===== src/hub75_params_pkg.sv =====
// ##################################################
// hub75 panel parameters
// geometry, bit-plane count and scan timing limits
// ##################################################
`default_nettype none

package hub75_params_pkg;

    // panel geometry with 16 rows per half
    localparam int PANEL_WIDTH       = 64;
    localparam int PANEL_HALF_HEIGHT = 16;
    localparam int COL_BITS          = 6;
    localparam int ROW_BITS          = 4;

    // binary-coded modulation depth per colour
    localparam int PLANES = 3;

    // on-time unit register width
    localparam int ON_UNIT_BITS = 8;

    // next plane may start shifting below this many oe cycles left
    localparam int OVERLAP_CYCLES = 8;

    // frame buffer holds one word per column and row pair
    localparam int FB_ADDR_BITS = ROW_BITS + COL_BITS;
    localparam int FB_DEPTH     = 1 << FB_ADDR_BITS;

    // column window timer counts to 64 and needs one extra bit
    localparam int COL_TIMER_BITS = COL_BITS + 1;

    // widest oe window is on_unit << (PLANES - 1)
    localparam int OE_COUNT_BITS = ON_UNIT_BITS + PLANES - 1;

    // first plane shifted after reset and after each lsb plane
    localparam logic [PLANES-1:0] MASK_MSB = PLANES'(1) << (PLANES - 1);

endpackage

`default_nettype wire


===== src/hub75_types_pkg.sv =====
// ##################################################
// hub75 shared types
// host request, pixel word, config and panel pins
// ##################################################
`default_nettype none

package hub75_types_pkg;

    // host opcodes
    typedef enum logic [1:0] {
        OP_PIXEL   = 2'd0,
        OP_ENABLE  = 2'd1,
        OP_ON_UNIT = 2'd2
    } host_op_e;

    // one frame buffer word, top half and bottom half of a column
    typedef struct packed {
        logic [hub75_params_pkg::PLANES-1:0] r_top;
        logic [hub75_params_pkg::PLANES-1:0] g_top;
        logic [hub75_params_pkg::PLANES-1:0] b_top;
        logic [hub75_params_pkg::PLANES-1:0] r_bot;
        logic [hub75_params_pkg::PLANES-1:0] g_bot;
        logic [hub75_params_pkg::PLANES-1:0] b_bot;
    } pixel_word_t;

    // addr is {row, column}
    // config ops carry their value in the low data bits
    typedef struct packed {
        host_op_e                                  op;
        logic [hub75_params_pkg::FB_ADDR_BITS-1:0] addr;
        pixel_word_t                               data;
    } host_req_t;

    typedef struct packed {
        logic                                      enable;
        logic [hub75_params_pkg::ON_UNIT_BITS-1:0] on_unit;
    } scan_cfg_t;

    typedef struct packed {
        logic                                  pixel_clk;
        logic                                  latch;
        logic                                  oe_n;
        logic [hub75_params_pkg::ROW_BITS-1:0] row_addr;
        logic                                  r0;
        logic                                  g0;
        logic                                  b0;
        logic                                  r1;
        logic                                  g1;
        logic                                  b1;
    } panel_pins_t;

    // scan stopped, unit of one cycle
    localparam scan_cfg_t CFG_RESET = '{
        enable:  1'b0,
        on_unit: (hub75_params_pkg::ON_UNIT_BITS)'(1)
    };

    // all pins inactive, leds off
    localparam panel_pins_t PINS_IDLE = '{
        pixel_clk: 1'b0,
        latch:     1'b0,
        oe_n:      1'b1,
        row_addr:  '0,
        r0:        1'b0,
        g0:        1'b0,
        b0:        1'b0,
        r1:        1'b0,
        g1:        1'b0,
        b1:        1'b0
    };

endpackage

`default_nettype wire


===== src/scan_config_regs.sv =====
// ##################################################
// scan config registers
// four-phase host port, pixel writes and config
// ##################################################
`timescale 1ns/100ps
`default_nettype none

module scan_config_regs (
    input  logic                                      clk_in,
    input  logic                                      reset,
    input  logic                                      req,
    input  hub75_types_pkg::host_req_t                host,
    output logic                                      ack,
    output logic                                      fb_we,
    output logic [hub75_params_pkg::FB_ADDR_BITS-1:0] fb_waddr,
    output hub75_types_pkg::pixel_word_t              fb_wdata,
    output hub75_types_pkg::scan_cfg_t                cfg
);

    import hub75_params_pkg::*;
    import hub75_types_pkg::*;

    logic req_q;
    // first registered-high cycle of a request
    logic req_new;

    always_ff @(posedge clk_in) begin
        if (reset) begin
            req_q <= 1'b0;
        end else begin
            req_q <= req;
        end
    end

    assign req_new = req_q && !ack;

    // ack follows the write, drops the cycle after req does
    always_ff @(posedge clk_in) begin
        if (reset) begin
            ack <= 1'b0;
        end else if (!req) begin
            ack <= 1'b0;
        end else if (req_new) begin
            ack <= 1'b1;
        end
    end

    // request is held stable while req is high
    assign fb_we    = req_new && (host.op == OP_PIXEL);
    assign fb_waddr = host.addr;
    assign fb_wdata = host.data;

    // config ops take their value from the low data bits
    always_ff @(posedge clk_in) begin
        if (reset) begin
            cfg <= CFG_RESET;
        end else if (req_new) begin
            case (host.op)
                OP_ENABLE:  cfg.enable  <= host.data[0];
                OP_ON_UNIT: cfg.on_unit <= host.data[ON_UNIT_BITS-1:0];
                default:    cfg         <= cfg;
            endcase
        end
    end

endmodule

`default_nettype wire


===== config.mk =====
export PLATFORM = sky130hd
export DESIGN_NAME = scan_config_regs
export DESIGN_NICKNAME = d
export VERILOG_FILES = /design/src/hub75_params_pkg.sv /design/src/hub75_types_pkg.sv /design/src/scan_config_regs.sv
export SDC_FILE = /design/constraint.sdc
export NUM_CORES = 1
export LEC_CHECK = 0
export ABC_CLOCK_PERIOD_IN_PS = 2200
export BUFFER_PORTS_ARGS = -buffer_cell sky130_fd_sc_hd__buf_2
export CAP_MARGIN = 15
export CELL_PAD_IN_SITES_DETAIL_PLACEMENT = 1
export CELL_PAD_IN_SITES_GLOBAL_PLACEMENT = 1
export CORE_MARGIN = 8
export CORE_UTILIZATION = 24
export DETAILED_ROUTE_END_ITERATION = 12
export PLACE_DENSITY = 0.79
export SYNTH_ARGS = -nofsm -noshare
export SYNTH_HDL_FRONTEND = slang
export SYNTH_SLANG_ARGS = --single-unit

===== constraint.sdc =====
create_clock -name clk_in -period 2.2 [get_ports clk_in]
set_input_delay 0.66 -clock clk_in [delete_from_list [all_inputs] [get_ports clk_in]]
set_output_delay 0.66 -clock clk_in [all_outputs]
set_load 0.01 [all_outputs]

-- Yosys cells after proc, flatten, opt, wreduce, memory -nomap -nowiden
Cells that the tools add are included.
- reduce and logical (&&, ||, !) cells: 7
- bitwise operators: 1
- equal/unequal tests: 2
- operators by type and width (kind ; number):
    2-bit AND reduction ; 2
    2-bit by 1-bit == test with 1-bit output (second input constant) ; 1
    2-bit == test (second input constant) ; 1
    1-bit logical AND ; 2
    2-bit zero test ; 1
    2-bit OR reduction ; 1
    1-bit zero test ; 1
    1-bit inverter ; 1
- input bits: 33
- bits in registers: 11
- word-level logic and storage cells: 14
- output and inout port bits: 39

-- Logic depth before layout (Yosys ltp)
Gate-level depths: netlist of run 1.
- depth after elaboration: 3
- gate-level depth with buffers: 3

-- Least setup slack after synthesis of run 1
Ideal clock, no wire load.
- kind: input to output
- from: input host[29] in the netlist's numbering
- to: output fb_we
- path slack: 409 ps
- cell stages on the path: 1
- arrival time: 1131 ps
- data required time: 1540 ps
- cells stage by stage: nor4b_1
- cells in the longest elaborated chain, start to end: 2
- ends and longest elaborated chain (what ; line ; RTL):
    from (decl) ; scan_config_regs.sv:12 ; input hub75_types_pkg::host_req_t host,
    2-bit zero test ; scan_config_regs.sv:49 ; assign fb_we = req_new && (host.op == OP_PIXEL);
    1-bit logical AND ; scan_config_regs.sv:49 ;
    to (decl) ; scan_config_regs.sv:14 ; output logic fb_we,
No other way between the ends.

-- Final worst setup path of run 1
Ends and elaborated chain as after synthesis.

==> flow_metrics.env, run 1 <==
export IMPL_synth_fp_nets=106
export IMPL_synthAdderAreaFrac_pct=0
export IMPL_drive_gt1_share_pct=45.6
export IMPL_fin_skew_ns=0.00222
export IMPL_hold_viol=0
export IMPL_die_w_um=69.7
export IMPL_grt_max_degree=20
export IMPL_synth_compound_area_share_pct=1.08
export IMPL_drcViolationCount=0
export IMPL_cp_start_kind="input pin"
export IMPL_power_density_nw_per_um2=575
export IMPL_num_fill_cells=339
export IMPL_setup_slack_ns=0.316
export IMPL_tightest_slew_ns=0.241
export IMPL_place_port_buffers=31
export IMPL_synthXorXnorAreaFrac_pct=0
export IMPL_final_nets=113
export IMPL_finalCritPeriodShare_pct=85.6
export IMPL_ctsRootBufferMaster="clkbuf_4"
export IMPL_clock_sinks=11
export IMPL_core_area_um2=2760
export IMPL_slew_violations=0
export IMPL_post_cts_resized=0
export IMPL_combinationalPowerShare_pct=13.6
export IMPL_setup_viol=0
export IMPL_cp_max_fo=3
export IMPL_clk_pin_slew_ns=0.07
export IMPL_synth_simple_area_share_pct=21.3
export IMPL_mostFrequentLayoutCells="buf_2 (31), nand2b_1 (16), dfxtp_1 (11)"
export IMPL_min_period_ns=1.88
export IMPL_syn_cell_area_um2=692
export IMPL_muxShareOfSynthArea_pct=13.0
export IMPL_crit_type="in2out"
export IMPL_slew_headroom_pct=83.7
export IMPL_gp_congestion=0.616
export IMPL_cts_hold_buffers=0
export IMPL_hold_path_class="reg2reg"
export IMPL_io_pins=72
export IMPL_wl_um=1520
export IMPL_clockPowerShare_pct=34.4
export IMPL_rsz0062_at_grt="false"
export IMPL_antennaDiodeCount=0
export IMPL_track_usage_pct=6.02
export IMPL_die_y_um=69.7
export IMPL_antenna_found_initial=0
export IMPL_fin_tns_setup_ns=0
export IMPL_dpl_hpwl_um=1210
export IMPL_synth_top_family_by_area="buffers and inverters"
export IMPL_routedWlPerCell_um=13.8
export IMPL_final_common_cell="buf_2"
export IMPL_cts_max_level=1
export IMPL_maxCapViolations=0
export IMPL_rows=19
export IMPL_grt_overflow=0
export IMPL_cts_tree="yes"
export IMPL_switchingPower_uw=96.4
export IMPL_grt_pass1_vias=493
export IMPL_yosysUniqueCellTypes=12
export IMPL_cellLeakagePower_uw=0.000314
export IMPL_syn_inst=73
export IMPL_end_kind="primary output"
export IMPL_max_freq_ghz=0.531
export IMPL_cp_required_ns=1.54
export IMPL_ys_ff_latch=11
export IMPL_post_place_ws_ns=0.306
export IMPL_numCtsBuffers=3
export IMPL_ant_nets=0
export IMPL_p_int_uw=302
export IMPL_switching_share_pct=24.2
export IMPL_drt_iter0_drc=3
export IMPL_area_growth_pct=0.181
export IMPL_dieArea_um2=4860
export IMPL_grt_pass1_wl_um=2390
export IMPL_ys_seq_area_share_pct=31.8
export IMPL_clockBufferDepth=2
export IMPL_vias_per_cell=4.10
export IMPL_first_pass_iters=2
export IMPL_ys_warn_count=0
export IMPL_cts_setup_buffers=0
export IMPL_initial_utilization_pct=25.1
export IMPL_syn_area_per_cell_um2=9.48
export IMPL_irDropWorstVdd_v=0.000281
export IMPL_dr_total_vias=451
export IMPL_seqPwrFrac_pct=52.0
export IMPL_status="finished, final reports clean"
export IMPL_clkLatencyLatePin_ns=0.26
export IMPL_arrival_ns=1.22
cell usage after synthesis:
master | count | share of area, %
buf_4 | 28 | 30
nand2b_1 | 16 | 14
dfxtp_1 | 11 | 32
mux2i_1 | 9 | 13
nor2_1 | 2 | 1.1
and4bb_1 | 1 | 1.8
and4bb_2 | 1 | 1.8
buf_2 | 1 | 0.72
buf_6 | 1 | 1.6
nor2b_1 | 1 | 0.90
nor4b_1 | 1 | 1.3
o21a_1 | 1 | 1.1
power by group through the flow:
stage          Combinational, uW  Sequential (uW)  Clock [uW]
2_1_floorplan               72.1              214           0
3_3_place_gp                53.3              211           0
3_5_place_dp                56.2              212           0
4_1_cts                     56.4              207         155
5_1_grt                     60.1              208         163
6_report                    54.2              207         137
routing by layer:
| layer | part of all wire (%) | vias to the layer above | global-route usage (%) |
|---|---|---|---|
| met5 | 0 | - | 0 |
| met4 | 0 | 0 | 0.670 |
| met3 | 13 | 0 | 5.29 |
| met2 | 47 | 28 | 9.84 |
| met1 | 40 | 207 | 5.79 |
| li1 | - | 216 | - |
cells by family (layout without fill, tap and decap cells):
group,Yosys count,count (layout)
buf+inv,30,36
flops,11,11
mux,9,9
simple gates,22,22
compound gates,1,1
worst max-delay path, stage by stage:
cell and delay [ns]:
buf_2 0.11, nor4b_1 0.27, buf_2 0.18
worst paths after layout:
check        startpoint      to  slack (ns)  cells after the start
max            host[29]   fb_we        0.32                      3
min              cfg[4]  cfg[4]        0.47                      2
max reg2reg         ack  cfg[5]        1.14                      3
min reg2reg      cfg[4]  cfg[4]        0.47                      2
registers in the layout, summed over array words and instances, names as in the netlist:
name,flops
ack,1
cfg,9
req_q,1
area by class of cell:
class / instances / area, um^2 / area share [%]
clock buffers: 4 / 26.3 / 3.79
flip-flops and latches: 11 / 220 / 31.8
well taps: 31 / 38.8 / 5.60
repair buffers: 32 / 163 / 23.5
multi-input cells: 32 / 245 / 35.4
per-stage QoR:
stage | cell area (um^2) | std cells | util, % | power [uW] | hold WS (ns)
after detailed placement | 667 | 106 | 24.2 | 268 | 0.468
after CTS | 693 | 110 | 25.1 | 418 | 0.482
final | 693 | 110 | 25.1 | 398 | 0.473
after floorplan | 692 | 73 | - | 286 | 0.448
after global placement | 667 | 106 | 24.2 | 265 | 0.455
after global routing | 693 | 110 | 25.1 | 431 | 0.498
(Power assumes the default switching activity.)
==> run 2, diff against run 1 <==
--- a/config.mk
+++ b/config.mk
@@ -14,6 +14,7 @@
 export CORE_UTILIZATION = 24
 export DETAILED_ROUTE_END_ITERATION = 12
 export PLACE_DENSITY = 0.79
+export RECOVER_POWER = 100
 export SYNTH_ARGS = -nofsm -noshare
 export SYNTH_HDL_FRONTEND = slang
 export SYNTH_SLANG_ARGS = --single-unit
==> run 2 against run 1 <==
Effect of this change: sequential share of layout area increased by 1.2 points; cell count unchanged; wire length increased by 0.46%; first-iteration DRC count did not move; design area decreased by 3.6%; register-to-register slack is essentially flat; sequential power is essentially flat; highest routed layer unchanged; total power shrank 0.78%; critical path type unchanged; maximum frequency is 1.5% lower.
==> flow_metrics.env, run 2 (same netlist as run 1, synthesis figures left out) <==
export IMPL_grt_pass1_vias=493
export IMPL_largest_registers="cfg: 9 flops, ack: 1 flops, req_q: 1 flops"
export IMPL_reg2reg_from="ack"
export IMPL_hold_path_class="reg2reg"
export IMPL_grt_max_degree=20
export IMPL_clk_pin_slew_ns=0.07
export IMPL_io_pins=72
export IMPL_hold_viol=0
export IMPL_ant_nets=0
export IMPL_finalCritPeriodShare_pct=86.9
export IMPL_largest_register="cfg"
export IMPL_cp_start_kind="input pin"
export IMPL_arrival_ns=1.25
export IMPL_vias_per_cell=4.13
export IMPL_cp_max_fo=3
export IMPL_cp_required_ns=1.54
export IMPL_switchingPower_uw=96.7
export IMPL_final_area_um2=668
export IMPL_post_cts_resized=0
export IMPL_first_pass_iters=2
export IMPL_min_period_ns=1.91
export IMPL_place_port_buffers=31
export IMPL_cp_endpoint="fb_we"
export IMPL_num_fill_cells=342
export IMPL_final_common_cell="clkbuf_1"
export IMPL_drcViolationCount=0
export IMPL_initial_utilization_pct=25.1
export IMPL_irDropWorstVdd_v=0.000276
export IMPL_dpl_cell_area_um2=667
export IMPL_mostFrequentLayoutCells="clkbuf_1 (21), nand2b_1 (16), dfxtp_1 (11), buf_2 (11), mux2i_1 (9)"
export IMPL_power_density_nw_per_um2=592
export IMPL_dr_total_vias=454
export IMPL_numCtsBuffers=3
export IMPL_wl_um=1520
export IMPL_clock_sinks=11
export IMPL_cts_hold_buffers=0
export IMPL_rsz0062_at_grt="false"
export IMPL_clockBufferDepth=2
export IMPL_clockPowerShare_pct=34.7
export IMPL_antenna_found_initial=0
export IMPL_final_cells=110
export IMPL_crit_type="in2out"
export IMPL_drt_iter0_drc=3
export IMPL_antennaDiodeCount=0
export IMPL_die_y_um=69.7
export IMPL_rows=19
export IMPL_tightest_slew_ns=0.579
export IMPL_r2r_cells=3
export IMPL_cts_tree="yes"
export IMPL_dieArea_um2=4860
export IMPL_area_growth_pct=-3.44
export IMPL_cellLeakagePower_uw=0.000245
export IMPL_slew_headroom_pct=61.4
export IMPL_fin_skew_ns=0.00222
export IMPL_gp_congestion=0.616
export IMPL_grt_overflow=0
export IMPL_setup_slack_ns=0.287
export IMPL_combinationalPowerShare_pct=12.9
export IMPL_track_usage_pct=6.02
export IMPL_end_kind="primary output"
export IMPL_grt_pass1_wl_um=2390
export IMPL_r2r_end="cfg[5]"
export IMPL_startpoint="host[29]"
export IMPL_post_place_cells=106
export IMPL_cp_cell_sequence="buf_2 > nor4b_1 > clkbuf_1"
export IMPL_slowest_stage="nor4b_1"
export IMPL_slew_violations=0
export IMPL_r2r_slack_ns=1.14
export IMPL_seqPwrFrac_pct=52.5
export IMPL_ctsRootBufferMaster="clkbuf_4"
export IMPL_maxCapViolations=0
export IMPL_post_place_ws_ns=0.306
export IMPL_max_freq_ghz=0.523
export IMPL_p_total_uw=395
export IMPL_die_w_um=69.7
export IMPL_cts_max_level=1
export IMPL_final_nets=113
export IMPL_clkLatencyLatePin_ns=0.26
export IMPL_critPathMaxStageDelay_ns=0.29
export IMPL_switching_share_pct=24.5
export IMPL_cts_setup_buffers=0
export IMPL_dpl_hpwl_um=1210
export IMPL_fin_tns_setup_ns=0
export IMPL_status="finished, final reports clean"
export IMPL_drive_gt1_share_pct=20.3
export IMPL_setup_viol=0
export IMPL_routedWlPerCell_um=13.8
export IMPL_p_int_uw=299
export IMPL_core_area_um2=2760
export IMPL_largest_reg_flops=9
-- run 2: cell count changes in the layout (fill, tap and decap cells not counted), sizes merged --
cell and delta:
clkbuf +20, buf -20
-- run 2: worst min path at each step --
| stage | from | to | slack [ns] | cells past startpoint |
|---|---|---|---|---|
| floorplan | req_q | ack | 0.45 | 1 |
| global placement | cfg[5] | cfg[5] | 0.45 | 2 |
| detailed placement | cfg[4] | cfg[4] | 0.47 | 2 |
| CTS | cfg[4] | cfg[4] | 0.48 | 2 |
| global route | cfg[6] | cfg[6] | 0.50 | 2 |
| finish | cfg[4] | cfg[4] | 0.48 | 2 |
-- run 2: through the flow --
stage,hold WS [ns],util (%)
3_3_place_gp,0.455,24.2
5_1_grt,0.500,24.2
3_5_place_dp,0.468,24.2
6_report,0.476,24.2
2_1_floorplan,0.448,-
4_1_cts,0.482,25.1
-- run 2: worst max-delay path, delay by kind of cell --
| family | cells | cell delay [ns] |
|---|---|---|
| buffers and inverters | 2 | 0.30 |
| AND/OR/NAND/NOR | 1 | 0.29 |
-- run 2: power by group through the flow --
stage               Combinational [uW]  Sequential [uW]  Clock, uW
finish                            51.0              207        137
floorplan                         72.1              214          0
global placement                  53.3              211          0
detailed placement                56.2              212          0
CTS                               56.4              207        155
global route                      56.9              208        163
-- run 2: area by class of cell --
cell class	count	area (um^2)	area share, %
Tap cell	31	38.8	5.81
Clock buffer	4	26.3	3.93
Sequential cell	11	220	33.0
Multi-Input combinational cell	32	245	36.7
Timing Repair Buffer	32	138	20.6
-- run 2: routing by layer --
metal | part of all wire (%) | track usage, % | vias up
met5 | 0 | 0 | -
met4 | 0 | 0.670 | 0
met3 | 13 | 5.29 | 0
met2 | 47 | 9.84 | 28
met1 | 40 | 5.79 | 210
li1 | - | - | 216
