`src/hub75_params_pkg.sv`:
```
// ##################################################
// hub75 panel parameters
// geometry, bit-plane count and scan timing limits
// ##################################################
`default_nettype none

package hub75_params_pkg;

    // panel geometry with 16 rows per half
    localparam int PANEL_WIDTH       = 64;
    localparam int PANEL_HALF_HEIGHT = 16;
    localparam int COL_BITS          = 6;
    localparam int ROW_BITS          = 4;

    // binary-coded modulation depth per colour
    localparam int PLANES = 3;

    // on-time unit register width
    localparam int ON_UNIT_BITS = 8;

    // next plane may start shifting below this many oe cycles left
    localparam int OVERLAP_CYCLES = 8;

    // frame buffer holds one word per column and row pair
    localparam int FB_ADDR_BITS = ROW_BITS + COL_BITS;
    localparam int FB_DEPTH     = 1 << FB_ADDR_BITS;

    // column window timer counts to 64 and needs one extra bit
    localparam int COL_TIMER_BITS = COL_BITS + 1;

    // widest oe window is on_unit << (PLANES - 1)
    localparam int OE_COUNT_BITS = ON_UNIT_BITS + PLANES - 1;

    // first plane shifted after reset and after each lsb plane
    localparam logic [PLANES-1:0] MASK_MSB = PLANES'(1) << (PLANES - 1);

endpackage

`default_nettype wire

```
`src/hub75_types_pkg.sv`:
```
// ##################################################
// hub75 shared types
// host request, pixel word, config and panel pins
// ##################################################
`default_nettype none

package hub75_types_pkg;

    // host opcodes
    typedef enum logic [1:0] {
        OP_PIXEL   = 2'd0,
        OP_ENABLE  = 2'd1,
        OP_ON_UNIT = 2'd2
    } host_op_e;

    // one frame buffer word, top half and bottom half of a column
    typedef struct packed {
        logic [hub75_params_pkg::PLANES-1:0] r_top;
        logic [hub75_params_pkg::PLANES-1:0] g_top;
        logic [hub75_params_pkg::PLANES-1:0] b_top;
        logic [hub75_params_pkg::PLANES-1:0] r_bot;
        logic [hub75_params_pkg::PLANES-1:0] g_bot;
        logic [hub75_params_pkg::PLANES-1:0] b_bot;
    } pixel_word_t;

    // addr is {row, column}
    // config ops carry their value in the low data bits
    typedef struct packed {
        host_op_e                                  op;
        logic [hub75_params_pkg::FB_ADDR_BITS-1:0] addr;
        pixel_word_t                               data;
    } host_req_t;

    typedef struct packed {
        logic                                      enable;
        logic [hub75_params_pkg::ON_UNIT_BITS-1:0] on_unit;
    } scan_cfg_t;

    typedef struct packed {
        logic                                  pixel_clk;
        logic                                  latch;
        logic                                  oe_n;
        logic [hub75_params_pkg::ROW_BITS-1:0] row_addr;
        logic                                  r0;
        logic                                  g0;
        logic                                  b0;
        logic                                  r1;
        logic                                  g1;
        logic                                  b1;
    } panel_pins_t;

    // scan stopped, unit of one cycle
    localparam scan_cfg_t CFG_RESET = '{
        enable:  1'b0,
        on_unit: (hub75_params_pkg::ON_UNIT_BITS)'(1)
    };

    // all pins inactive, leds off
    localparam panel_pins_t PINS_IDLE = '{
        pixel_clk: 1'b0,
        latch:     1'b0,
        oe_n:      1'b1,
        row_addr:  '0,
        r0:        1'b0,
        g0:        1'b0,
        b0:        1'b0,
        r1:        1'b0,
        g1:        1'b0,
        b1:        1'b0
    };

endpackage

`default_nettype wire

```
`src/brightness_timer.sv`:
```
// ##################################################
// brightness timer
// times each oe window from the active plane weight
// ##################################################
`timescale 1ns/100ps
`default_nettype none

module brightness_timer (
    input  logic                                      clk_in,
    input  logic                                      reset,
    input  logic                                      row_latch,
    input  logic [hub75_params_pkg::PLANES-1:0]       mask_active,
    input  logic [hub75_params_pkg::ON_UNIT_BITS-1:0] on_unit,
    output logic                                      oe,
    output logic                                      overlap
);

    import hub75_params_pkg::*;

    // remaining on-time, oe is high while non-zero
    logic [OE_COUNT_BITS-1:0] count;
    // window length for the plane being latched
    logic [OE_COUNT_BITS-1:0] load_value;

    // weight is 2^index of the set mask bit
    // mask is one-hot, all zero gives no window
    always_comb begin
        load_value = '0;
        for (int i = 0; i < PLANES; i++) begin
            if (mask_active[i]) begin
                load_value = OE_COUNT_BITS'(on_unit) << i;
            end
        end
    end

    // loaded on the latch cycle, so oe starts on the next one
    always_ff @(posedge clk_in) begin
        if (reset) begin
            count <= '0;
        end else if (row_latch) begin
            count <= load_value;
        end else if (oe) begin
            count <= count - OE_COUNT_BITS'(1);
        end
    end

    assign oe = (count != '0);

    // tail of the window, shifting of the next plane may begin
    assign overlap = oe && (count < OE_COUNT_BITS'(OVERLAP_CYCLES));

endmodule

`default_nettype wire

```
`src/matrix_scan.sv`:
```
// ##################################################
// matrix scan engine
// column shift, row latch, bit-plane mask, row address
// ##################################################
`timescale 1ns/100ps
`default_nettype none

module matrix_scan (
    input  logic                                      clk_in,
    input  logic                                      reset,
    input  hub75_types_pkg::scan_cfg_t                cfg,
    input  hub75_types_pkg::pixel_word_t              pixel,
    output logic [hub75_params_pkg::FB_ADDR_BITS-1:0] rd_addr,
    output hub75_types_pkg::panel_pins_t              pins
);

    import hub75_params_pkg::*;

    logic oe;
    logic overlap;

    // state advance request and its two-stage history
    logic       advance;
    logic [1:0] advance_sr;
    logic       start;
    // a plane is between its start and its latch
    logic       busy;

    logic                win_running;
    logic [COL_BITS-1:0] col_addr;
    // one cycle behind win_running, lines up with the buffer read
    logic                pixel_clk_en;

    // history of pixel_clk_en
    // [1:0] == 10 commits the shifted plane, [2:1] == 10 is the latch
    logic [2:0] latch_sr;
    logic       commit;
    logic       row_latch;

    // shifting copy feeds the buffer, active copy drives the leds
    logic [PLANES-1:0]   mask_shift;
    logic [PLANES-1:0]   mask_active;
    logic [ROW_BITS-1:0] row_shift;
    logic [ROW_BITS-1:0] row_active;

    // only start when idle or near the end of the current window
    assign advance = cfg.enable && !busy && (!oe || overlap);

    always_ff @(posedge clk_in) begin
        if (reset) begin
            advance_sr <= 2'b00;
        end else begin
            advance_sr <= {advance_sr[0], advance};
        end
    end

    // rising edge of advance
    assign start = (advance_sr == 2'b01);

    always_ff @(posedge clk_in) begin
        if (reset) begin
            busy <= 1'b0;
        end else if (start) begin
            busy <= 1'b1;
        end else if (row_latch) begin
            busy <= 1'b0;
        end
    end

    // 64 cycle column window
    scan_timer #(
        .WIDTH(COL_TIMER_BITS)
    ) u_col_window (
        .clk_in (clk_in),
        .reset  (reset),
        .start  (start),
        .value  (COL_TIMER_BITS'(PANEL_WIDTH)),
        .count  (),
        .running(win_running)
    );

    // column address, 63 down to 0 in step with the window
    scan_timer #(
        .WIDTH(COL_BITS)
    ) u_col_addr (
        .clk_in (clk_in),
        .reset  (reset),
        .start  (start),
        .value  (COL_BITS'(PANEL_WIDTH - 1)),
        .count  (col_addr),
        .running()
    );

    always_ff @(posedge clk_in) begin
        if (reset) begin
            pixel_clk_en <= 1'b0;
            latch_sr     <= 3'b000;
        end else begin
            pixel_clk_en <= win_running;
            latch_sr     <= {latch_sr[1:0], pixel_clk_en};
        end
    end

    assign commit    = (latch_sr[1:0] == 2'b10);
    assign row_latch = (latch_sr[2:1] == 2'b10);

    // commit makes the shifted plane active, then steps to the next plane
    always_ff @(posedge clk_in) begin
        if (reset) begin
            mask_shift  <= MASK_MSB;
            mask_active <= '0;
            row_shift   <= '0;
            row_active  <= '0;
        end else if (commit) begin
            mask_active <= mask_shift;
            row_active  <= row_shift;
            if (mask_shift[0]) begin
                // lsb plane done, next row pair from the msb
                mask_shift <= MASK_MSB;
                if (row_shift == ROW_BITS'(PANEL_HALF_HEIGHT - 1)) begin
                    row_shift <= '0;
                end else begin
                    row_shift <= row_shift + ROW_BITS'(1);
                end
            end else begin
                mask_shift <= mask_shift >> 1;
            end
        end
    end

    // mask_active already holds the new plane on the latch cycle
    brightness_timer u_brightness (
        .clk_in     (clk_in),
        .reset      (reset),
        .row_latch  (row_latch),
        .mask_active(mask_active),
        .on_unit    (cfg.on_unit),
        .oe         (oe),
        .overlap    (overlap)
    );

    // {row, column} of the word being shifted
    assign rd_addr = {row_shift, col_addr};

    // one-hot mask picks the plane bit from each colour
    always_comb begin
        pins.pixel_clk = pixel_clk_en;
        pins.latch     = row_latch;
        pins.oe_n      = !oe;
        pins.row_addr  = row_active;
        pins.r0        = |(pixel.r_top & mask_shift);
        pins.g0        = |(pixel.g_top & mask_shift);
        pins.b0        = |(pixel.b_top & mask_shift);
        pins.r1        = |(pixel.r_bot & mask_shift);
        pins.g1        = |(pixel.g_bot & mask_shift);
        pins.b1        = |(pixel.b_bot & mask_shift);
    end

endmodule

`default_nettype wire

```
`src/scan_timer.sv`:
```
// ##################################################
// scan timer
// loadable down-counter with a running flag
// ##################################################
`timescale 1ns/100ps
`default_nettype none

module scan_timer #(
    parameter int WIDTH = 7
) (
    input  logic             clk_in,
    input  logic             reset,
    input  logic             start,
    input  logic [WIDTH-1:0] value,
    output logic [WIDTH-1:0] count,
    output logic             running
);

    // load on start, then run down to zero and stay there
    // start wins over the decrement, so a restart reloads
    always_ff @(posedge clk_in) begin
        if (reset) begin
            count <= '0;
        end else if (start) begin
            count <= value;
        end else if (running) begin
            count <= count - WIDTH'(1);
        end
    end

    // high for exactly value cycles after the load
    assign running = (count != '0);

endmodule

`default_nettype wire
```
`config.mk`:
```
export PLATFORM = sky130hd
export DESIGN_NAME = matrix_scan
export DESIGN_NICKNAME = d
export VERILOG_FILES = /design/src/hub75_params_pkg.sv /design/src/hub75_types_pkg.sv /design/src/brightness_timer.sv /design/src/matrix_scan.sv /design/src/scan_timer.sv
export SDC_FILE = /design/constraint.sdc
export NUM_CORES = 1
export LEC_CHECK = 0
export BUFFER_PORTS_ARGS = -buffer_cell sky130_fd_sc_hd__buf_2
export CAP_MARGIN = 30
export CORE_MARGIN = 2
export CORE_UTILIZATION = 45
export CTS_CLUSTER_SIZE = 30
export DETAILED_ROUTE_END_ITERATION = 7
export PLACE_DENSITY = 0.69
export SYNTH_ARGS = -nofsm -noshare
export SYNTH_HDL_FRONTEND = slang
export SYNTH_SLANG_ARGS = --single-unit
```
`constraint.sdc`:
```
create_clock -name clk_in -period 2.1 [get_ports clk_in]
set_input_delay 0.105 -clock clk_in [delete_from_list [all_inputs] [get_ports clk_in]]
set_output_delay 0.105 -clock clk_in [all_outputs]
set_load 0.03 [all_outputs]
```
## After elaboration in Yosys (flattened, before gate mapping)

Cells that the tools add are included.

| storage, ports and cells | value |
|---|---|
| bits of input ports | 29 |
| register bits | 44 |
| word-level logic and storage cells | 61 |

| operators by class | value |
|---|---|
| bitwise operators | 6 |
| order comparisons | 1 |
| eq/ne operators | 4 |
| $add $sub $neg | 4 |
| reduce and logical (&&, ||, !) cells | 21 |
| multiplexer cells | 13 |

Operators with widths:

| operator | count |
|---|---|
| 10-bit 2-to-1 mux | 4 |
| 3-bit AND | 6 |
| 3-bit OR reduction | 6 |
| 7-bit 2-to-1 mux | 2 |
| 6-bit 2-to-1 mux | 2 |
| 10-bit by 4-bit less-than comparator with 1-bit output (second input constant) | 1 |
| 10-bit nonzero test | 1 |
| 10-bit by 1-bit subtractor with 10-bit output (second input constant) | 1 |
| 8-bit 2-to-1 mux | 1 |
| 2-bit nonzero test | 4 |
| 7-bit nonzero test | 1 |
| 7-bit by 1-bit subtractor with 7-bit output (second input constant) | 1 |
| 6-bit nonzero test | 1 |
| 6-bit by 1-bit subtractor with 6-bit output (second input constant) | 1 |
| 4-bit by 1-bit adder with 4-bit output (second input constant) | 1 |
| 2-bit equality test (second input constant) | 2 |
| 4-bit equality test (second input constant) | 1 |
| 4-bit 2-to-1 mux | 1 |
| 1-bit logical AND | 3 |
| 3-bit 2-to-1 mux | 1 |
| 2-bit by 1-bit equality test with 1-bit output (second input constant) | 1 |
| 1-bit zero test | 2 |
| 1-bit 2-to-1 mux | 2 |
| 2-bit AND reduction | 1 |
| other kinds (2) | 2 |

## Depth between registers and ports, before layout

Gate-level depths: netlist (run 1).

| depth | value |
|---|---|
| word-level depth | 4 |
| mapped depth | 6 |
| mapped depth without buffers | 6 |

## Modules after synthesis

From an unflattened synthesis (run 1), not the netlist that was laid out.

| unflattened totals | value |
|---|---|
| cell total of the unflattened synthesis | 292 |
| area total of the unflattened synthesis | 2442.3 um2 |

By module, submodules not included:

| module | area an instance (um2) | cells an instance | sequential area each (um2) | instances |
|---|---|---|---|---|
| matrix_scan | 877.1 | 104 | 420.4 | 1 |
| brightness_timer | 716.9 | 88 | 200.2 | 1 |
| scan_timer (u_col_window) | 464.2 | 54 | 140.1 | 1 |
| scan_timer (u_col_addr) | 384.1 | 46 | 120.1 | 1 |

## Worst setup path before layout (run 1)

OpenSTA, ideal clock, no wires.

| path | value |
|---|---|
| path kind | flip-flop to flip-flop |
| from | register u_brightness.count[0] |
| to | register u_brightness.count[2] |
| arrival time | 1817 ps |
| path buffers | 0 |
| stages on the path, launching flop included | 7 |
| slack | 145 ps |
| setup time | 137 ps |
| path through | dfxtp_1 inv_1 ha_1 or4b_4 nor3_4 a21o_1 a211oi_1 |

| on the way | value |
|---|---|
| cells in the longest elaborated chain, start to end | 3 |
| elaborated cells on any way between the ends | 5 |
| those cells by class | add/sub: 1; mux: 2; reduce/logical: 2 |

Ends and longest elaborated chain:

| element | RTL line | source |
|---|---|---|
| start, declared | brightness_timer.sv:21 | `logic [OE_COUNT_BITS-1:0] count;` |
| start signal, assigned | brightness_timer.sv:41 | `count <= load_value;` |
| start signal, assigned | brightness_timer.sv:43 | `count <= count - OE_COUNT_BITS'(1);` |
| 10-bit by 1-bit subtractor with 10-bit output | brightness_timer.sv:43 |  |
| 10-bit 2-to-1 mux | brightness_timer.sv:42 | `end else if (oe) begin` |
| 10-bit 2-to-1 mux | brightness_timer.sv:40 | `end else if (row_latch) begin` |

Parallel ways exist; a longest one is shown, timed or not. The select of a mux whose other input is x is not followed.
A chain may end at the register's enable or synchronous reset.

==> results of run 1 <==
==> per-stage QoR <==
stage | hold WS, ns | util [%]
after floorplan | 0.312 | -
after global placement | 0.442 | 51.9
after detailed placement | 0.449 | 51.9
after CTS | 0.182 | 54.0
after global routing | 0.194 | 54.3
final | 0.190 | 54.3
==> cell type report <==
class	count	area [um^2]	share of cell area [%]
multi-input combinational	174	1160	45.5
sequential	44	881	34.6
timing repair buffer	55	285	11.2
clock buffer	5	68.8	2.70
tap	54	67.6	2.65
inverter	15	56.3	2.21
clock inverter	1	30.0	1.18
==> registers in the layout, indices dropped and copies added, names as in the netlist <==
name,cells
u_col_addr.count,6
u_col_window.count,7
u_brightness.count,10
latch_sr,3
row_active,4
busy,1
row_shift,4
mask_shift,3
pixel_clk_en,1
advance_sr,2
mask_active,3
==> kinds of logic after synthesis <==
group,after synthesis,share of synthesized area [%]
AND/OR/NAND/NOR,90,22.8
multiplexers,4,2.12
XOR/XNOR,13,5.22
flip-flops,44,40.4
AO/OA/AOI/OAI,61,19.6
adder cells (fa/ha/maj),6,3.44
buffers and inverters,33,6.43
==> how the worst min path moves through the flow <==
| stage | from | to | slack [ns] | depth (start not counted) |
|---|---|---|---|---|
| global placement | row_active[1] | row_active[1] | 0.44 | 2 |
| floorplan | cfg[0] | u_brightness.count[0] | 0.31 | 2 |
| detailed placement | mask_active[0] | mask_active[0] | 0.45 | 2 |
| global route | cfg[8] | advance_sr[0] | 0.19 | 3 |
| finish | cfg[8] | advance_sr[0] | 0.19 | 3 |
| CTS | cfg[8] | advance_sr[0] | 0.18 | 3 |
==> power by group <==
part / leakage [uW] / internal (uW) / switching, uW / total, uW
Sequential: 0.000361 / 1050 / 215 / 1270
Combinational: 0.000684 / 707 / 811 / 1520
Clock: 0.0000501 / 341 / 266 / 608
Total: 0.00109 / 2100 / 1290 / 3390
==> cell usage in the layout (no fill, tap or decap), types with 7 or more instances in the layout <==
cell	instances
nand3_1	8
buf_2	51
inv_1	14
a21oi_1	24
nand2_1	22
a211oi_1	7
dfxtp_1	44
nor2_1	17
xnor2_1	9
nand2b_1	9
nor2b_1	8
==> metal layers <==
metal	vias to the layer above	wire length, um
li1	980	-
met1	899	2210
met2	34	1990
met3	6	149
met4	0	66
met5	-	0
==> worst min-delay path: stages <==
cell and delay (ns):
buf_2 0.10, or4b_2 0.19, nor4_1 0.04
==> results by group, run 1 <==
Synth
  – Ys async rst share: 0%
  – Distinct cells, synth: 48
  – Net Count, Synth: approximately 290
  – EDFF count, synth: 0
  – Count leader, synth: dfxtp_1
  – Dominant cells by area after synthesis: dfxtp_1 40%, a21oi_1 5.5%, nand2_1 3.8%
  – Commonest cells post-synth: 44 x dfxtp_1, 24 x a21oi_1, 22 x nand2_1
  – Yosys reg bits: 44
  – Synthesized area: 2180 um^2
  – Area share of the largest cell type after synthesis: between 40% and 50%
  – Synth Flop Type: dfxtp_1
  – Syn. warnings: 0
  – Post-synthesis sequential area ratio: 40.4%
  – Largest area contributor in the netlist: dfxtp_1
  – Syn_area_per_cell: slightly below 9 um^2
  – Post-Synthesis Cells: about 250

Timing
  – Slew Viols, Final: 0
  – Setup ws final: slightly above 0.1 ns
  – RSZ-0062 raised after global routing: false
  – Final hold violation count: 0
  – Tcrit/Tclk final: around 95%
  – Clock skew: 0.00423 ns
  – Min Clock Period, post-route: 2.00 ns
  – Worst slew pin tran: 0.671 ns
  – Final setup viols: 0
  – Setup TNS Final: 0 ns
  – Fmax: between 0.5 and 0.6 GHz
  – Max-slew headroom: between 50% and 60%

Layout
  – Fill cells: 454
  – Area growth syn-to-layout: 16.9%
  – Non-filler cells, final: 348
  – Nets: 330
  – N_diodes: 0
  – Design area: 2550 um^2
  – Layout cells sized above 1: 23.8%

CTS
  – Post-CTS Setup Bufs: 0
  – Clk Latency, worst-skew pair: 0.29 ns
  – Clock buffer count from CTS: 5
  – # H-tree levels: 2
  – Clock transition at the registers of the reported paths: 0.08 ns
  – CTS Hold Bufs: 0
  – Post-cts sizing count: 0
  – Clock sink total: 44
  – Root buffer cell: clkbuf_8
  – TritonCTS clock tree: built
  – Clock Path Buffers: 2

Job
  – Max-Cap Viols: 0

Floorplan
  – Die Area: roughly 5400 um^2
  – Io pins: 52
  – # rows: 25
  – Initial Util: around 46%
  – Die height: 73.6 um
  – CORE AREA: approximately 4700 um^2
  – Die W: 73.6 um

Setup path
  – Critical Path Max Stage Delay: 0.53 ns
  – CP Class: flop to output pin
  – Crit Reg-Reg Endpoint: u_brightness.count[1]
  – Crit-path cells: inv_1 -> ha_1 -> or4b_4 -> nor3_4 -> buf_2
  – CP Capture Point: pins[10]
  – CP max stage cell: or4b_4
  – CP startpoint: u_brightness.count[0]
  – Delay-heaviest family, CP: simple AND/OR/NAND/NOR gates
  – Worst r2r src: u_brightness.count[0]
  – Critical Path RT: 2.00 ns
  – Reg2Reg Setup Slack: about 0.20 ns
  – WP data arrival: between 1.5 and 2 ns
  – CP Launch Type: flop
  – R2R cell count: 7
  – WP depth: 5
  – WP buf/inv: 2
  – Crit. End Element: output pin
  – Crit-path max FO: 5

Place
  – Final Wtd Congestion: about 0.8
  – Pre-CTS setup slack: 0.193 ns
  – Dpl cell area: 2430 um^2
  – Port bufs: 51
  – Placed cell count: 340
  – Post-DP HPWL: just over 3000 um

Global routing
  – Grt met3 use: 3.84%
  – Largest net degree at the start of global routing: 39
  – Met1 usage: 23.4%
  – Initial antenna violation count: 0
  – Met2 GRT Util: 27.1%
  – All-Layer GR Usage: 17.3%
  – Remaining global-route overflow: 0
  – GRT busiest layer: met2
  – Number of global-route vias before repair: 1680
  – First-pass GRT wire length: 7370 um

Detailed routing
  – DR pass1 iterations: 6
  – Post-Route WL: 4420 um
  – Detail Route Antenna Nets: 0
  – Initial DRC count: 109
  – DRC: 0
  – Routed wire length per instance: between 10 and 15 um
  – Vias: 1919
  – Vias per cell: 5.51

Power
  – Overall power: around 3400 uW
  – Pleak: 0.00109 uW
  – Cell Pwr Density: 1330 nW/um^2
  – Worst vdd ir: 0.545 mV

Status
  – Status: finished, final reports clean

Hold path
  – Hold Path Class: input port to flop
No activity file was read; power rests on OpenSTA's default activity.
==> run 2, diff against run 1 <==
==> constraint.sdc (replaced) <==
create_clock -name clk_in -period 2.4 [get_ports clk_in]
set_input_delay 0.12 -clock clk_in [delete_from_list [all_inputs] [get_ports clk_in]]
set_output_delay 0.12 -clock clk_in [all_outputs]
set_load 0.03 [all_outputs]
==> run 2 against run 1 <==
First-iteration DRC count rose by 23%; largest power group unchanged; sequential share of layout area decreased by 0.17 points; clock power about the same; largest cell class unchanged.
==> results by group, run 2 (synthesized netlist as in run 1, its figures left out) <==
Status
  – Status: finished, final reports clean

Setup path
  – Crit. End Element: output pin
  – CP Capture Point: pins[10]
  – WP buf/inv: 2 (unchanged)
  – Critical Path Max Stage Delay: 0.53 ns (about the same)
  – WP depth: 5 (unchanged)
  – CP Class: flop to output pin
  – R2R cell count: 6 (-1)
  – Critical Path RT: 2.28 ns (+0.28 ns)
  – Worst r2r src: u_brightness.count[0]
  – Reg2Reg Setup Slack: 0.48 ns (+0.28 ns)
  – CP Launch Type: flop
  – Crit-path max FO: 6 (+1)
  – Crit Reg-Reg Endpoint: u_brightness.count[5]
  – CP startpoint: u_brightness.count[0]
  – CP max stage cell: or4b_4
  – Crit-path cells: inv_1 -> ha_1 -> or4b_4 -> nor3_4 -> buf_2
  – WP data arrival: 1.93 ns (+0.04 ns)
  – Delay-heaviest family, CP: simple AND/OR/NAND/NOR gates

Power
  – Clk pwr share: 20.0% (+2.1 points)
  – Net Switching: 1140 uW (-12%)
  – Worst vdd ir: 0.497 mV (-8.9%)
  – Sw Share: 37.6% (-0.44 points)
  – Pleak: 0.00110 uW (+0.36%)
  – Cell-internal power: 1890 uW (-10%)
  – Flop pwr share: 36.8% (-0.6 points)
  – Logic gate share of total power: 43.3% (-1.4 points)
  – Cell Pwr Density: 1180 nW/um^2 (-11%)

Detailed routing
  – Vias: 1920 (+0.052%)
  – Routed wire length per instance: 13.0 um (+2.2%)
  – Post-Route WL: 4520 um (+2.2%)
  – Vias per cell: 5.52 (about the same)
  – DRC: 0 (unchanged)
  – Detail Route Antenna Nets: 0 (unchanged)
  – Initial DRC count: 134 (+23%)
  – DR pass1 iterations: 4 (-2)

Layout
  – Max reg flops: 10 (unchanged)
  – Final Core Density: 54.6% (+0.27 points)
  – Multi-input gate area: 1160 um^2 (unchanged)
  – Layout cells sized above 1: 23.8% (unchanged)
  – Nets: 328 (-0.61%)
  – Fill cells: 454 (unchanged)
  – Register with the most flip-flops: u_brightness.count
  – Most frequent cells in the layout: 51 x buf_2, 44 x dfxtp_1, 24 x a21oi_1
  – Reg area: 881 um^2 (unchanged)
  – Area growth syn-to-layout: 17.4%
  – Commonest non-fill, non-tap cell in the layout: buf_2
  – N_diodes: 0 (unchanged)
  – Biggest regs: u_brightness.count x10, u_col_window.count x7, u_col_addr.count x6
  – Non-filler cells, final: 348 (unchanged)

Global routing
  – All-Layer GR Usage: 17.4% (+0.085 points)
  – First-pass GRT wire length: 7490 um (+1.7%)
  – Remaining global-route overflow: 0 (unchanged)
  – Largest net degree at the start of global routing: 39 (unchanged)
  – Initial antenna violation count: 0 (unchanged)
  – Number of global-route vias before repair: 1723 (+2.6%)

CTS
  – Post-CTS Setup Bufs: 0 (unchanged)
  – Clk Latency, worst-skew pair: 0.29 ns (about the same)
  – # H-tree levels: 2 (unchanged)
  – Post-cts sizing count: 0 (unchanged)
  – Root buffer cell: clkbuf_8
  – Clock sink total: 44 (unchanged)
  – CTS Hold Bufs: 0 (unchanged)
  – TritonCTS clock tree: built
  – Clock Path Buffers: 2 (unchanged)
  – Clock buffer count from CTS: 5 (unchanged)
  – Clock transition at the registers of the reported paths: 0.08 ns (about the same)

Floorplan
  – CORE AREA: 4690 um^2 (unchanged)
  – Die W: 73.6 um (unchanged)
  – Die height: 73.6 um (unchanged)
  – Die Area: 5420 um^2 (unchanged)
  – Io pins: 52 (unchanged)
  – # rows: 25 (unchanged)
  – Initial Util: 46.5% (unchanged)

Timing
  – Clock skew: 0.00253 ns (-0.00170 ns)
  – RSZ-0062 raised after global routing: false
  – Tcrit/Tclk final: between 80% and 90%
  – Final setup viols: 0 (unchanged)
  – Setup ws final: 0.348 ns (+0.245 ns)
  – Min Clock Period, post-route: 2.05 ns
  – Fmax: between 0.4 and 0.5 GHz
  – Final hold violation count: 0 (unchanged)
  – Max-slew headroom: 55.3% (about the same)
  – Setup TNS Final: 0 ns (unchanged)
  – Slew Viols, Final: 0 (unchanged)
  – Worst slew pin tran: 0.670 ns (-0.000658 ns)

Place
  – Pre-CTS setup slack: 0.489 ns (+0.296 ns)
  – Placed cell count: 340 (unchanged)
  – Post-DP HPWL: 3120 um (+2.4%)
  – Final Wtd Congestion: 0.828 (+0.55%)
  – Port bufs: 51 (unchanged)

Hold path
  – Hold Path Class: input port to flop

Job
  – Max-Cap Viols: 0 (unchanged)
## run 2: changes by cell type in the layout (fill, tap and decap cells not counted)
cell / delta
clkbuf_8: +2
buf_4: -2
## run 2: final cells by class
class	count	area share, %
Clock buffer	7	3.76
Clock inverter	1	1.17
Tap cell	54	2.64
Sequential cell	44	34.4
Inverter	15	2.20
Multi-Input combinational cell	174	45.3
Timing Repair Buffer	53	10.6
## run 2: metrics by stage
step	area [um^2]	hold WS (ns)	total power [uW]
detailed placement	2430	0.449	2430
global route	2560	0.207	3250
global placement	2430	0.441	2410
finish	2560	0.196	3030
CTS	2560	0.195	3060
floorplan	2180	0.327	2200
## run 2: worst min path at each step
stage	slack (ns)	cells after the start	end	startpoint
after CTS	0.19	3	advance_sr[0]	cfg[8]
after floorplan	0.33	2	u_brightness.count[0]	cfg[0]
after global routing	0.21	3	advance_sr[0]	cfg[8]
final	0.20	3	u_brightness.count[0]	cfg[0]
after detailed placement	0.45	2	row_active[1]	row_active[1]
after global placement	0.44	2	row_active[1]	row_active[1]
## run 2: layer usage
layer	wire (um)	global-route usage, %	share of wire, %
met2	2130	28.3	47
met3	160	3.43	3.5
met4	48	5.45	1.1
met5	0	0	0
met1	2180	23.2	48
## run 2: worst register-to-register path: cells and delay by family, from the launching register on
| family | cells | cell delay [ns] |
|---|---|---|
| compound gates | 2 | 0.41 |
| fa+ha+maj | 1 | 0.19 |
| buf+inv | 1 | 0.06 |
| flops | 1 | 0.35 |
| simple gates | 2 | 0.80 |
## run 2: power by group through the flow
stage	sequential [uW]	clock (uW)	combinational [uW]
floorplan	1160	0	1040
global placement	1120	0	1290
detailed placement	1130	0	1310
CTS	1110	625	1320
global route	1140	653	1450
finish	1110	606	1310
